<file path="config.mk">
export PLATFORM = sky130hd
export DESIGN_NAME = dma_core
export DESIGN_NICKNAME = d
export VERILOG_FILES = /design/src/dma_job_pkg.sv /design/src/dma_page_pkg.sv /design/src/dma_core.sv /design/src/dma_job_fifo.sv /design/src/dma_page_splitter.sv /design/src/dma_reg_frontend.sv /design/src/dma_rsp_merger.sv
export SDC_FILE = /design/constraint.sdc
export NUM_CORES = 2
export LEC_CHECK = 0
export ABC_AREA = 0
export BUFFER_PORTS_ARGS = -buffer_cell sky130_fd_sc_hd__buf_2
export CAP_MARGIN = 20
export CORE_MARGIN = 1
export CORE_UTILIZATION = 55
export DETAILED_ROUTE_END_ITERATION = 6
export HOLD_SLACK_MARGIN = 0.15
export PLACE_DENSITY = 0.81
export SETUP_SLACK_MARGIN = 0.1
export SYNTH_ARGS = -nofsm -noshare
export SYNTH_HDL_FRONTEND = slang
export SYNTH_SLANG_ARGS = --single-unit
</file>
<file path="constraint.sdc">
create_clock -name clk_i -period 7.7 [get_ports clk_i]
set_clock_uncertainty 0.15 [all_clocks]
set_input_delay 0.77 -clock clk_i [delete_from_list [all_inputs] [get_ports clk_i]]
set_output_delay 0.77 -clock clk_i [all_outputs]
set_load 0.02 [all_outputs]
</file>
<file path="src/dma_job_pkg.sv">
// Job register map, job and register port types, job queue depth
package dma_job_pkg;

  localparam int unsigned AddrWidth    = 48;
  localparam int unsigned LenWidth     = 32;
  // ID 0 is never issued and reads as "not launched"
  localparam int unsigned IdWidth      = 32;
  localparam int unsigned JobFifoDepth = 4;
  localparam int unsigned RegAddrWidth = 6;
  localparam int unsigned RegDataWidth = 64;
  localparam int unsigned CreditWidth  = $clog2(JobFifoDepth + 1);
  localparam int unsigned FifoPtrWidth = $clog2(JobFifoDepth);

  // Byte offsets of the 64-bit registers
  localparam logic [RegAddrWidth-1:0] RegSrc    = 6'h00;
  localparam logic [RegAddrWidth-1:0] RegDst    = 6'h08;
  localparam logic [RegAddrWidth-1:0] RegLen    = 6'h10;
  localparam logic [RegAddrWidth-1:0] RegNextId = 6'h18;
  localparam logic [RegAddrWidth-1:0] RegDoneId = 6'h20;
  localparam logic [RegAddrWidth-1:0] RegStatus = 6'h28;

  typedef struct packed {
    logic [AddrWidth-1:0] src;
    logic [AddrWidth-1:0] dst;
    logic [LenWidth-1:0]  len;
  } dma_job_t;

  typedef struct packed {
    logic                    valid;
    logic                    write;
    logic [RegAddrWidth-1:0] addr;
    logic [RegDataWidth-1:0] wdata;
  } reg_req_t;

  typedef struct packed {
    logic [RegDataWidth-1:0] rdata;
  } reg_rsp_t;

endpackage

</file>
<file path="src/dma_page_pkg.sv">
// Page geometry, merge queue depth, fragment, fragment response and retirement types
package dma_page_pkg;

  import dma_job_pkg::*;

  // 4 KiB pages
  localparam int unsigned PageWidth = 12;
  localparam logic [PageWidth:0] PageBytes = {1'b1, {PageWidth{1'b0}}};

  // Jobs queued in the FIFO, one being split, one draining
  localparam int unsigned MergeDepth    = JobFifoDepth + 2;
  localparam int unsigned MergePtrWidth = $clog2(MergeDepth);
  localparam int unsigned MergeLvlWidth = $clog2(MergeDepth + 1);

  typedef struct packed {
    logic [AddrWidth-1:0] src;
    logic [AddrWidth-1:0] dst;
    logic [LenWidth-1:0]  len;
    logic                 last;
  } dma_frag_t;

  typedef struct packed {
    logic error;
  } dma_frag_rsp_t;

  // Sent along with the retire pulse of a job
  typedef struct packed {
    logic error;
  } dma_retire_t;

endpackage

</file>
<file path="src/dma_core.sv">
// Top level of the DMA job path from register port to fragment port
module dma_core import dma_job_pkg::*, dma_page_pkg::*; (
  input  logic          clk_i,
  input  logic          rst_n_i,
  input  reg_req_t      reg_req_i,
  output reg_rsp_t      reg_rsp_o,
  output dma_frag_t     frag_o,
  output logic          frag_valid_o,
  input  logic          frag_ready_i,
  input  logic          rsp_valid_i,
  input  dma_frag_rsp_t rsp_i
);

  dma_job_t            job, head;
  dma_retire_t         retire_info;
  logic [LenWidth-1:0] count;
  logic                push, credit, not_empty, pop;
  logic                count_push, merge_space, retire;

  dma_reg_frontend i_reg_frontend (
    .clk_i,
    .rst_n_i,
    .reg_req_i,
    .reg_rsp_o,
    .push_o        ( push        ),
    .job_o         ( job         ),
    .credit_i      ( credit      ),
    .retire_i      ( retire      ),
    .retire_info_i ( retire_info )
  );

  dma_job_fifo i_job_fifo (
    .clk_i,
    .rst_n_i,
    .push_i      ( push      ),
    .job_i       ( job       ),
    .credit_o    ( credit    ),
    .head_o      ( head      ),
    .not_empty_o ( not_empty ),
    .pop_i       ( pop       )
  );

  dma_page_splitter i_page_splitter (
    .clk_i,
    .rst_n_i,
    .head_i        ( head        ),
    .not_empty_i   ( not_empty   ),
    .pop_o         ( pop         ),
    .frag_o,
    .frag_valid_o,
    .frag_ready_i,
    .count_push_o  ( count_push  ),
    .count_o       ( count       ),
    .merge_space_i ( merge_space )
  );

  dma_rsp_merger i_rsp_merger (
    .clk_i,
    .rst_n_i,
    .count_push_i  ( count_push  ),
    .count_i       ( count       ),
    .space_o       ( merge_space ),
    .rsp_valid_i,
    .rsp_i,
    .retire_o      ( retire      ),
    .retire_info_o ( retire_info )
  );

endmodule

</file>
<file path="src/dma_job_fifo.sv">
// Credit-fed job FIFO that returns one credit per pop
module dma_job_fifo import dma_job_pkg::*; (
  input  logic     clk_i,
  input  logic     rst_n_i,
  input  logic     push_i,
  input  dma_job_t job_i,
  output logic     credit_o,
  output dma_job_t head_o,
  output logic     not_empty_o,
  input  logic     pop_i
);

  dma_job_t                mem_q [JobFifoDepth];
  logic [FifoPtrWidth-1:0] wr_ptr_q, rd_ptr_q;
  logic [CreditWidth-1:0]  level_q;
  logic                    pop;
  logic                    credit_q;

  assign not_empty_o = (level_q != '0);
  assign pop = pop_i & not_empty_o;
  assign head_o = mem_q[rd_ptr_q];
  assign credit_o = credit_q;

  // Frontend credits guarantee a free slot on every push
  always_ff @(posedge clk_i) begin
    if (push_i) begin
      mem_q[wr_ptr_q] <= job_i;
    end
  end

  always_ff @(posedge clk_i or negedge rst_n_i) begin
    if (!rst_n_i) begin
      wr_ptr_q <= '0;
      rd_ptr_q <= '0;
      level_q  <= '0;
      credit_q <= 1'b0;
    end else begin
      if (push_i) begin
        wr_ptr_q <= (wr_ptr_q == FifoPtrWidth'(JobFifoDepth - 1)) ? '0 : wr_ptr_q + 1'b1;
      end
      if (pop) begin
        rd_ptr_q <= (rd_ptr_q == FifoPtrWidth'(JobFifoDepth - 1)) ? '0 : rd_ptr_q + 1'b1;
      end
      level_q <= level_q + CreditWidth'(push_i) - CreditWidth'(pop);
      // Freed slot goes back as a credit
      credit_q <= pop;
    end
  end

endmodule

</file>
<file path="src/dma_page_splitter.sv">
// Page splitter that cuts one job at a time into page-bounded fragments
module dma_page_splitter import dma_job_pkg::*, dma_page_pkg::*; (
  input  logic                clk_i,
  input  logic                rst_n_i,
  input  dma_job_t            head_i,
  input  logic                not_empty_i,
  output logic                pop_o,
  output dma_frag_t           frag_o,
  output logic                frag_valid_o,
  input  logic                frag_ready_i,
  output logic                count_push_o,
  output logic [LenWidth-1:0] count_o,
  input  logic                merge_space_i
);

  logic                 busy_q;
  logic [AddrWidth-1:0] src_q, dst_q;
  logic [LenWidth-1:0]  rem_q, cnt_q;
  logic [PageWidth:0]   src_left, dst_left, page_left;
  logic [LenWidth-1:0]  page_left_ext, frag_len;
  logic                 last, fire;

  // Bytes up to the next page boundary on each side
  assign src_left = PageBytes - {1'b0, src_q[PageWidth-1:0]};
  assign dst_left = PageBytes - {1'b0, dst_q[PageWidth-1:0]};
  assign page_left = (src_left < dst_left) ? src_left : dst_left;
  assign page_left_ext = {{(LenWidth - PageWidth - 1){1'b0}}, page_left};

  assign last = (rem_q <= page_left_ext);
  assign frag_len = last ? rem_q : page_left_ext;

  assign pop_o = ~busy_q & not_empty_i;
  // Last fragment held back until the merger can take its count
  assign frag_valid_o = busy_q & (~last | merge_space_i);
  assign fire = frag_valid_o & frag_ready_i;
  assign frag_o = '{src: src_q, dst: dst_q, len: frag_len, last: last};

  assign count_push_o = fire & last;
  assign count_o = cnt_q + 1'b1;

  always_ff @(posedge clk_i or negedge rst_n_i) begin
    if (!rst_n_i) begin
      busy_q <= 1'b0;
      cnt_q  <= '0;
    end else if (pop_o) begin
      busy_q <= 1'b1;
      cnt_q  <= '0;
    end else if (fire) begin
      cnt_q <= cnt_q + 1'b1;
      if (last) begin
        busy_q <= 1'b0;
      end
    end
  end

  // Walking addresses and remaining length
  always_ff @(posedge clk_i) begin
    if (pop_o) begin
      src_q <= head_i.src;
      dst_q <= head_i.dst;
      rem_q <= head_i.len;
    end else if (fire) begin
      src_q <= src_q + AddrWidth'(frag_len);
      dst_q <= dst_q + AddrWidth'(frag_len);
      rem_q <= rem_q - frag_len;
    end
  end

endmodule

</file>
<file path="src/dma_reg_frontend.sv">
// Register frontend with job launch, credit counter, transfer ID counters and status
module dma_reg_frontend import dma_job_pkg::*, dma_page_pkg::*; (
  input  logic        clk_i,
  input  logic        rst_n_i,
  input  reg_req_t    reg_req_i,
  output reg_rsp_t    reg_rsp_o,
  output logic        push_o,
  output dma_job_t    job_o,
  input  logic        credit_i,
  input  logic        retire_i,
  input  dma_retire_t retire_info_i
);

  logic [AddrWidth-1:0]   src_q, dst_q;
  logic [LenWidth-1:0]    len_q;
  logic [CreditWidth-1:0] credit_q;
  logic [IdWidth-1:0]     next_id_q, done_id_q, new_id;
  logic                   err_q;
  logic                   wr_en, rd_en, launch, status_rd, busy;

  assign wr_en = reg_req_i.valid & reg_req_i.write;
  assign rd_en = reg_req_i.valid & ~reg_req_i.write;

  // Launch needs a free FIFO slot and a nonzero length
  assign launch = rd_en && (reg_req_i.addr == RegNextId) && (credit_q != '0) && (len_q != '0);
  assign status_rd = rd_en && (reg_req_i.addr == RegStatus);
  assign new_id = next_id_q + 1'b1;
  assign busy = (next_id_q != done_id_q);

  assign push_o = launch;
  assign job_o = '{src: src_q, dst: dst_q, len: len_q};

  always_ff @(posedge clk_i or negedge rst_n_i) begin
    if (!rst_n_i) begin
      src_q <= '0;
      dst_q <= '0;
      len_q <= '0;
    end else if (wr_en) begin
      case (reg_req_i.addr)
        RegSrc:  src_q <= reg_req_i.wdata[AddrWidth-1:0];
        RegDst:  dst_q <= reg_req_i.wdata[AddrWidth-1:0];
        RegLen:  len_q <= reg_req_i.wdata[LenWidth-1:0];
        default: ;
      endcase
    end
  end

  // One credit per push, one back per FIFO pop
  always_ff @(posedge clk_i or negedge rst_n_i) begin
    if (!rst_n_i) begin
      credit_q <= CreditWidth'(JobFifoDepth);
    end else begin
      credit_q <= credit_q - CreditWidth'(launch) + CreditWidth'(credit_i);
    end
  end

  always_ff @(posedge clk_i or negedge rst_n_i) begin
    if (!rst_n_i) begin
      next_id_q <= '0;
      done_id_q <= '0;
      err_q     <= 1'b0;
    end else begin
      if (launch) begin
        next_id_q <= new_id;
      end
      if (retire_i) begin
        done_id_q <= done_id_q + 1'b1;
      end
      // Sticky error, a new error beats the clear on read
      err_q <= (err_q & ~status_rd) | (retire_i & retire_info_i.error);
    end
  end

  always_comb begin
    reg_rsp_o.rdata = '0;
    if (rd_en) begin
      case (reg_req_i.addr)
        RegSrc:    reg_rsp_o.rdata = RegDataWidth'(src_q);
        RegDst:    reg_rsp_o.rdata = RegDataWidth'(dst_q);
        RegLen:    reg_rsp_o.rdata = RegDataWidth'(len_q);
        RegNextId: reg_rsp_o.rdata = launch ? RegDataWidth'(new_id) : '0;
        RegDoneId: reg_rsp_o.rdata = RegDataWidth'(done_id_q);
        RegStatus: reg_rsp_o.rdata = RegDataWidth'({err_q, busy});
        default:   reg_rsp_o.rdata = '0;
      endcase
    end
  end

endmodule

</file>
<file path="src/dma_rsp_merger.sv">
// Response merger that turns per-fragment responses into job retirements
module dma_rsp_merger import dma_job_pkg::*, dma_page_pkg::*; (
  input  logic                clk_i,
  input  logic                rst_n_i,
  input  logic                count_push_i,
  input  logic [LenWidth-1:0] count_i,
  output logic                space_o,
  input  logic                rsp_valid_i,
  input  dma_frag_rsp_t       rsp_i,
  output logic                retire_o,
  output dma_retire_t         retire_info_o
);

  logic [LenWidth-1:0]      cnt_mem_q [MergeDepth];
  logic [MergePtrWidth-1:0] wr_ptr_q, rd_ptr_q;
  logic [MergeLvlWidth-1:0] level_q;
  logic [LenWidth-1:0]      head_cnt, rsp_cnt_q;
  logic                     head_vld, err_q, done, wr_en, rd_en;
  logic                     retire_q;
  dma_retire_t              retire_info_q;

  // Empty queue looks straight at the count pushed this cycle
  assign head_vld = (level_q != '0) | count_push_i;
  assign head_cnt = (level_q != '0) ? cnt_mem_q[rd_ptr_q] : count_i;
  assign done = rsp_valid_i & head_vld & ((rsp_cnt_q + 1'b1) == head_cnt);

  assign wr_en = count_push_i & ~(done & (level_q == '0));
  assign rd_en = done & (level_q != '0);
  assign space_o = (level_q != MergeLvlWidth'(MergeDepth));

  assign retire_o = retire_q;
  assign retire_info_o = retire_info_q;

  always_ff @(posedge clk_i) begin
    if (wr_en) begin
      cnt_mem_q[wr_ptr_q] <= count_i;
    end
  end

  always_ff @(posedge clk_i or negedge rst_n_i) begin
    if (!rst_n_i) begin
      wr_ptr_q <= '0;
      rd_ptr_q <= '0;
      level_q  <= '0;
    end else begin
      if (wr_en) begin
        wr_ptr_q <= (wr_ptr_q == MergePtrWidth'(MergeDepth - 1)) ? '0 : wr_ptr_q + 1'b1;
      end
      if (rd_en) begin
        rd_ptr_q <= (rd_ptr_q == MergePtrWidth'(MergeDepth - 1)) ? '0 : rd_ptr_q + 1'b1;
      end
      level_q <= level_q + MergeLvlWidth'(wr_en) - MergeLvlWidth'(rd_en);
    end
  end

  // Responses counted and errors ORed for the head job
  always_ff @(posedge clk_i or negedge rst_n_i) begin
    if (!rst_n_i) begin
      rsp_cnt_q     <= '0;
      err_q         <= 1'b0;
      retire_q      <= 1'b0;
      retire_info_q <= '0;
    end else begin
      retire_q <= done;
      if (done) begin
        retire_info_q.error <= err_q | rsp_i.error;
        rsp_cnt_q <= '0;
        err_q     <= 1'b0;
      end else if (rsp_valid_i) begin
        rsp_cnt_q <= rsp_cnt_q + 1'b1;
        err_q     <= err_q | rsp_i.error;
      end
    end
  end

endmodule

</file>
**After elaboration in Yosys (flattened, before gate mapping)**

Memory sizes are Yosys's and may differ from the RTL's.
Cells that the tools add are included.

- $add $sub $neg: 19
- Eq/ne operators: 12
- Muxes and demuxes: 29
- Multiply operators: 0
- Reductions and logical operators: 17
- Order comparisons: 2
- Divide/modulo/power cells: 0
- Shifts and indexed selects: 0
- Bitwise gates (word level): 23

Operator list:

| cell | count |
|---|---|
| $pmux 64 s6 | 1 |
| $mux 32 | 9 |
| $mux 48 | 4 |
| $add 32x1->32 const B | 4 |
| $add 48x32->48 | 2 |
| $mux 64 | 1 |
| $eq 32x32->1 | 1 |
| $le 32x13->1 | 1 |
| $ne 32x32->1 | 1 |
| $reduce_bool 32->1 | 1 |
| $sub 32x32->32 | 1 |
| $sub 13x12->13 const A | 2 |
| $and 1x1->1 | 14 |
| $lt 13x13->1 | 1 |
| $mux 13 | 1 |
| $eq 6x5->1 const B | 2 |
| $eq 6x6->1 const B | 2 |
| $add 3x1->3 | 3 |
| $mux 1 | 9 |
| $reduce_bool 3->1 | 3 |
| $sub 3x1->3 | 3 |
| $reduce_and 2->1 | 4 |
| $add 3x1->3 const B | 2 |
| $eq 3x3->1 const B | 2 |
| other kinds (12) | 28 |

- Logic and storage cells: 127
- Input port bits: 77
- Memories: 2
- RAM bits: 704
- Memory bits (read-only): 0
- Register bits: 409
- Latch bits: 0
- Output and inout port bits: 194

Memory list:

| memory | words | width | read ports | clocked after Yosys merged registers in | wr ports | line | source |
|---|---|---|---|---|---|---|---|
| i_job_fifo.mem_q | 4 | 128 | 1 | 0 | 1 | dma_job_fifo.sv:13 | `dma_job_t mem_q [JobFifoDepth];` |
| i_rsp_merger.cnt_mem_q | 6 | 32 | 1 | 0 | 1 | dma_rsp_merger.sv:14 | `logic [LenWidth-1:0] cnt_mem_q [MergeDepth];` |

**Logic depth before layout (Yosys ltp)**

- Word-level depth: 17
- Depth in mapped cells: 38
- Mapped depth without buffers: 36

**Cells and area by module**

Synthesis repeated with hierarchy kept, for this count alone.

- Cells, all modules: 4080
- Area, all modules: 54305.8 sq um

By module, submodules not included:

| module | cells an instance | instances | seq. area each (sq um) | area an instance (sq um) |
|---|---|---|---|---|
| dma_job_fifo | 707 | 1 | 15574.9 | 18916.9 |
| dma_page_splitter | 1652 | 1 | 4669.5 | 14012.2 |
| dma_rsp_merger | 804 | 1 | 6866.6 | 11040.6 |
| dma_reg_frontend | 917 | 1 | 4906.0 | 10336.2 |

**Worst setup path after synthesis**

Ideal clock, no wire load.

- Path kind: register -> register
- From: register i_page_splitter.src_q[4]
- To: register i_page_splitter.src_q[42], data pin
- Setup slack: -1.415 ns
- Clock period less this slack: 9.115 ns
- Buffers on the path: 2
- Stages on the path, launching flop included: 32
- Arrival time: 8.698 ns
- Data required time: 7.283 ns
- Path through: edfxtp_1 > or3_1 > or3b_2 > nor3_1 > xor2_1 > inv_1 > ha_1 > a2111oi_0 > o21ai_0 > a21oi_2 > clkbuf_1 > a21oi_1 > ha_1 > nand3_1 > nor4_1 > o2111ai_1 > nor2_1 > inv_1 > nand2_1 > clkbuf_1 > nor3_1 > a311oi_1 > ha_1 > a21o_1 > a211oi_1 > o21a_1 > o211ai_1 > o21a_1 > a211oi_1 > nor4bb_1 > xnor2_1 > o21ai_0

RTL lines:

| item | line | source |
|---|---|---|
| start: declaration | dma_page_splitter.sv:17 | `logic [AddrWidth-1:0] src_q, dst_q;` |
| start signal: assignment | dma_page_splitter.sv:59 | `src_q <= head_i.src;` |
| start signal: assignment | dma_page_splitter.sv:63 | `src_q <= src_q + AddrWidth'(frag_len);` |

**Worst setup path in the final report**

- From: register i_page_splitter.src_q[3]
- To: register i_page_splitter.rem_q[25], data pin

- Word-level cells in the longest chain between the ends: 8

RTL lines:

| item | line | source |
|---|---|---|
| $sub 13x12->13 (*) | dma_page_splitter.sv:24 | `assign src_left = PageBytes - {1'b0, src_q[PageWidth-1:0]};` |
| $lt 13x13->1 | dma_page_splitter.sv:26 | `assign page_left = (src_left < dst_left) ? src_left : dst_left;` |
| $mux 13 (*) | dma_page_splitter.sv:26 |  |
| $le 32x13->1 | dma_page_splitter.sv:29 | `assign last = (rem_q <= page_left_ext);` |
| $mux 32 (*) | dma_page_splitter.sv:30 | `assign frag_len = last ? rem_q : page_left_ext;` |
| $sub 32x32->32 (*) | dma_page_splitter.sv:65 | `rem_q <= rem_q - frag_len;` |
| $mux 32 (*) | dma_page_splitter.sv:62 | `end else if (fire) begin` |
| $mux 32 (*) | dma_page_splitter.sv:58 | `if (pop_o) begin` |
| end signal: assignment | dma_page_splitter.sv:61 | `rem_q <= head_i.len;` |
| end signal: assignment | dma_page_splitter.sv:65 |  |
| end: declaration | dma_page_splitter.sv:18 | `logic [LenWidth-1:0] rem_q, cnt_q;` |

Mark *: on every way between the ends. The rest lies on a longest branch, timed or not. The select of a mux whose other input is x is not followed.
A chain may end at the register's enable or synchronous reset.

==> reports/metrics.yaml <==
floorplan:
  pin_count: 271
  rows: 113
  fp.dieW_um: 312
  start_util_pct: 55.6
  die_h_um: 312
  dieArea_um2: 97500
  coreArea_um2: 95200
cells_and_area:
  fin_nets: 4618
  final_layout_size_suffix_gt1_share_pct: 27.6
  multiInputGateArea_um2: 21300
  areaGrowthSynthToFinish_pct: 18.8
  utilization_pct: 66.1
  fillers: 6163
  regArea_um2: 32000
timing:
  finalHoldViolations: 0
  fin_ws_ns: -0.521
  finalSetupViolCount: 78
  layout_min_cycle_time_ns: 8.22
  slew_violations: 0
  rsz0062_at_grt: "yes"
  worst_pin_slew_ns: 1.11
  slew_headroom_pct: 25.3
  fmax_ghz: 0.122
  finalCritPeriodShare_pct: 107
  timing.hold.ws_ns: 0.175
critical_path:
  cp.arrival_ns: 8.52
  r2r_cells: 34
  end_kind: "flip-flop"
  cp_slowest_cell: "or4_4"
  r2r-end: "i_page_splitter.rem_q[25]"
  cp_max_fo: 6
  startpoint_type: "flip-flop"
  crit_type: "flip-flop to flip-flop"
  max_stage_delay_ns: 0.57
  r2r-start: "i_page_splitter.src_q[3]"
  r2r_slack_ns: -0.52
  worstPathRequired_ns: 8.00
global_route:
  grt_use_total_pct: 29.6
  grtUsageMet2_pct: 47.7
  grt_util_met1_pct: 40.3
  grt_max_degree: 129
  antenna_found_initial: 5
  grt-busiest-layer: "met2"
  grt_pass1_vias: 36439
  gr-usage-met3_pct: 5.06
  overflow: 0
  grt_pass1_wl_mm: 221
synthesis:
  synth_edf_count: 832
  async_flop_share_pct: 25.2
  synthCells: 3944
  synth_flop_cell: "edfxtp_1"
  yosysSeqAreaShare_pct: 60.5
  yosysUniqueCellTypes: 82
  synthesis.area_um2: 52900
  syn_avg_cell_area_um2: 13.4
  ys_warn_count: 0
  ys_seq_elements: 1113
hold_path:
  hold_path_end: "i_reg_frontend.src_q[24]"
  holdCritStartpoint: "reg_req_i[24]"
  hp-class: "input port to flip-flop"
  hold_depth: 2
clock_network:
  cts_buffers: 110
  root_buffer: "clkbuf_16"
  clkSinkCount: 1113
  clkTransAtPathRegs_ns: 0.07
  max-clock-path-buffers: 3
  htree_num_levels: 3
  cts_tree: "done"
  worstSkewPairLatency_ns: 0.75
pwr:
  p_per_area_nw_per_um2: 241
  vdd_ir_drop_max_v: 0.000197
  power.total_mw: 15.1
  p_leak_nw: 24.2
placement:
  port_buffers: 219
  dp_hpwl_mm: 91.1
  gp_congestion: 0.924
detailed_routing:
  wl_per_cell_um: 25.8
  drt_first_pass_iters: 7
  drc_errors: 0
  finalWirelength_mm: 149
  viasPerCell: 6.41
  drt_iter0_drc: 4558
  antenna_left: 0
  via_count: 37082
status:
  violations: "setup timing"
  status: "finished, violations left"
run:
  maxCapViolCount: 0
==> kinds of logic (layout without fill, tap and decap cells) <==
group,count (synthesis),in the layout,share of synthesized area (%)
multiplexers,341,341,10.6
AO/OA/AOI/OAI,717,717,8.56
flip-flops,1113,1113,60.5
XOR/XNOR,326,326,5.42
other,1,76,0.00708
AND/OR/NAND/NOR,956,956,9.01
adder cells (fa/ha/maj),124,124,3.01
buffers and inverters,366,866,2.95
==> flip-flops by register name, indices dropped and copies added (netlist names), 32 cells and up <==
name                      cells
i_rsp_merger.cnt_mem_q      192
i_job_fifo.mem_q            512
i_reg_frontend.src_q         48
i_reg_frontend.done_id_q     32
i_page_splitter.dst_q        48
i_page_splitter.src_q        48
i_reg_frontend.dst_q         48
i_rsp_merger.rsp_cnt_q       32
i_reg_frontend.next_id_q     32
i_reg_frontend.len_q         32
i_page_splitter.cnt_q        32
i_page_splitter.rem_q        32
==> cell usage in the layout (no fill, tap or decap), types with 73 or more instances in the layout <==
cell,instances
a21oi_1,138
mux2_2,142
edfxtp_1,832
mux4_2,160
conb_1,73
xor2_1,134
ha_1,102
inv_1,110
xnor2_1,173
buf_2,218
nand2_1,242
dfrtp_1,277
a22oi_1,76
nand3_1,104
buf_4,261
o21ai_0,137
clkbuf_16,110
nor2_1,187
==> power by group <==
group	switching [mW]	internal [mW]	leakage (nW)	total (mW)
registers	0.384	6.83	11.9	7.22
logic	1.45	0.980	10.6	2.43
clock network	2.43	3.07	1.79	5.50
total	4.27	10.9	24.2	15.1
==> area by class of cell <==
cell class                 instances  area share (%)
antenna                            3          0.0119
clock buffer                     151            4.89
clock inverter                    58            1.00
inverter                         115           0.704
multi-input combinational       2537            33.8
sequential                      1113            50.9
tap                             1265            2.52
timing repair buffer             542            6.12
==> worst max path at each step <==
stage | cells past startpoint | to | start
after floorplan | 35 | i_page_splitter.src_q[42] | i_page_splitter.src_q[3]
after detailed placement | 37 | i_page_splitter.rem_q[26] | i_page_splitter.dst_q[4]
final | 34 | i_page_splitter.rem_q[25] | i_page_splitter.src_q[3]
after global routing | 37 | i_page_splitter.rem_q[20] | i_page_splitter.src_q[3]
after global placement | 34 | i_page_splitter.rem_q[24] | i_page_splitter.src_q[3]
after CTS | 36 | i_page_splitter.src_q[38] | i_page_splitter.src_q[3]
==> synthesized netlist by cell type (18+ instances only) <==
master    instances  area (um2)
o21ai_0         183         916
ha_1            116        1450
xor2_1          144        1260
nor3_1           69         345
nand4_1          53         332
nand2b_1         18         113
nand2_1         253         950
buf_1            32         120
a22oi_1          77         578
clkbuf_1        162         608
buf_4            40         300
or3_1            28         175
and3_1           53         332
xnor2_1         181        1590
a311oi_1         25         219
dfrtp_1         280        7010
mux2_2          144        1620
nor4_1           42         263
a21o_1           49         368
inv_1           114         428
a31oi_1          50         313
mux2i_1          35         350
mux4_2          160        3600
a21oi_1         174         871
nor2_1          208         781
nand3_1         114         571
edfxtp_1        832       25000
a211oi_1         29         218
==> layer usage <==
layer,up-vias,part of all wire [%]
li1,15866,-
met1,18350,37
met2,2447,48
met3,411,11
met4,8,4.3
met5,-,0.031
==> worst max-delay path, delay by kind of cell, from the launching register on <==
family / cells / cell delay [ns]
xor gates and xnor gates: 1 / 0.22
AOI/OAI and AO/OA: 11 / 2.36
muxes: 1 / 0.35
buffers and inverters: 7 / 0.86
DFF: 1 / 0.38
and+or+nand+nor: 11 / 2.67
adders and majority gates: 3 / 0.92
==> stage by stage <==
stage | std cells | setup WS, ns | cell area [um2] | setup TNS [ns]
finish | 5784 | -0.521 | 62900 | -25.02
global route | 5784 | -0.734 | 62900 | -43.01
CTS | 5757 | -0.348 | 62000 | -12.11
detailed placement | 5488 | -0.853 | 57300 | -33.43
global placement | 5488 | -0.520 | 57300 | -18.96
floorplan | 4016 | -0.0804 | 53800 | -0.526
==> timing repair <==
action / 4_1_cts / 5_1_grt
buffers inserted: 28 / 21
hold endpoints to repair: 150 / 0
resized for setup: 87 / 170
pin swaps: 63 / 88
hold buffers: 32 / 0
endpoints found under the setup margin: 95 / 106
No activity file was read; power rests on OpenSTA's default activity.
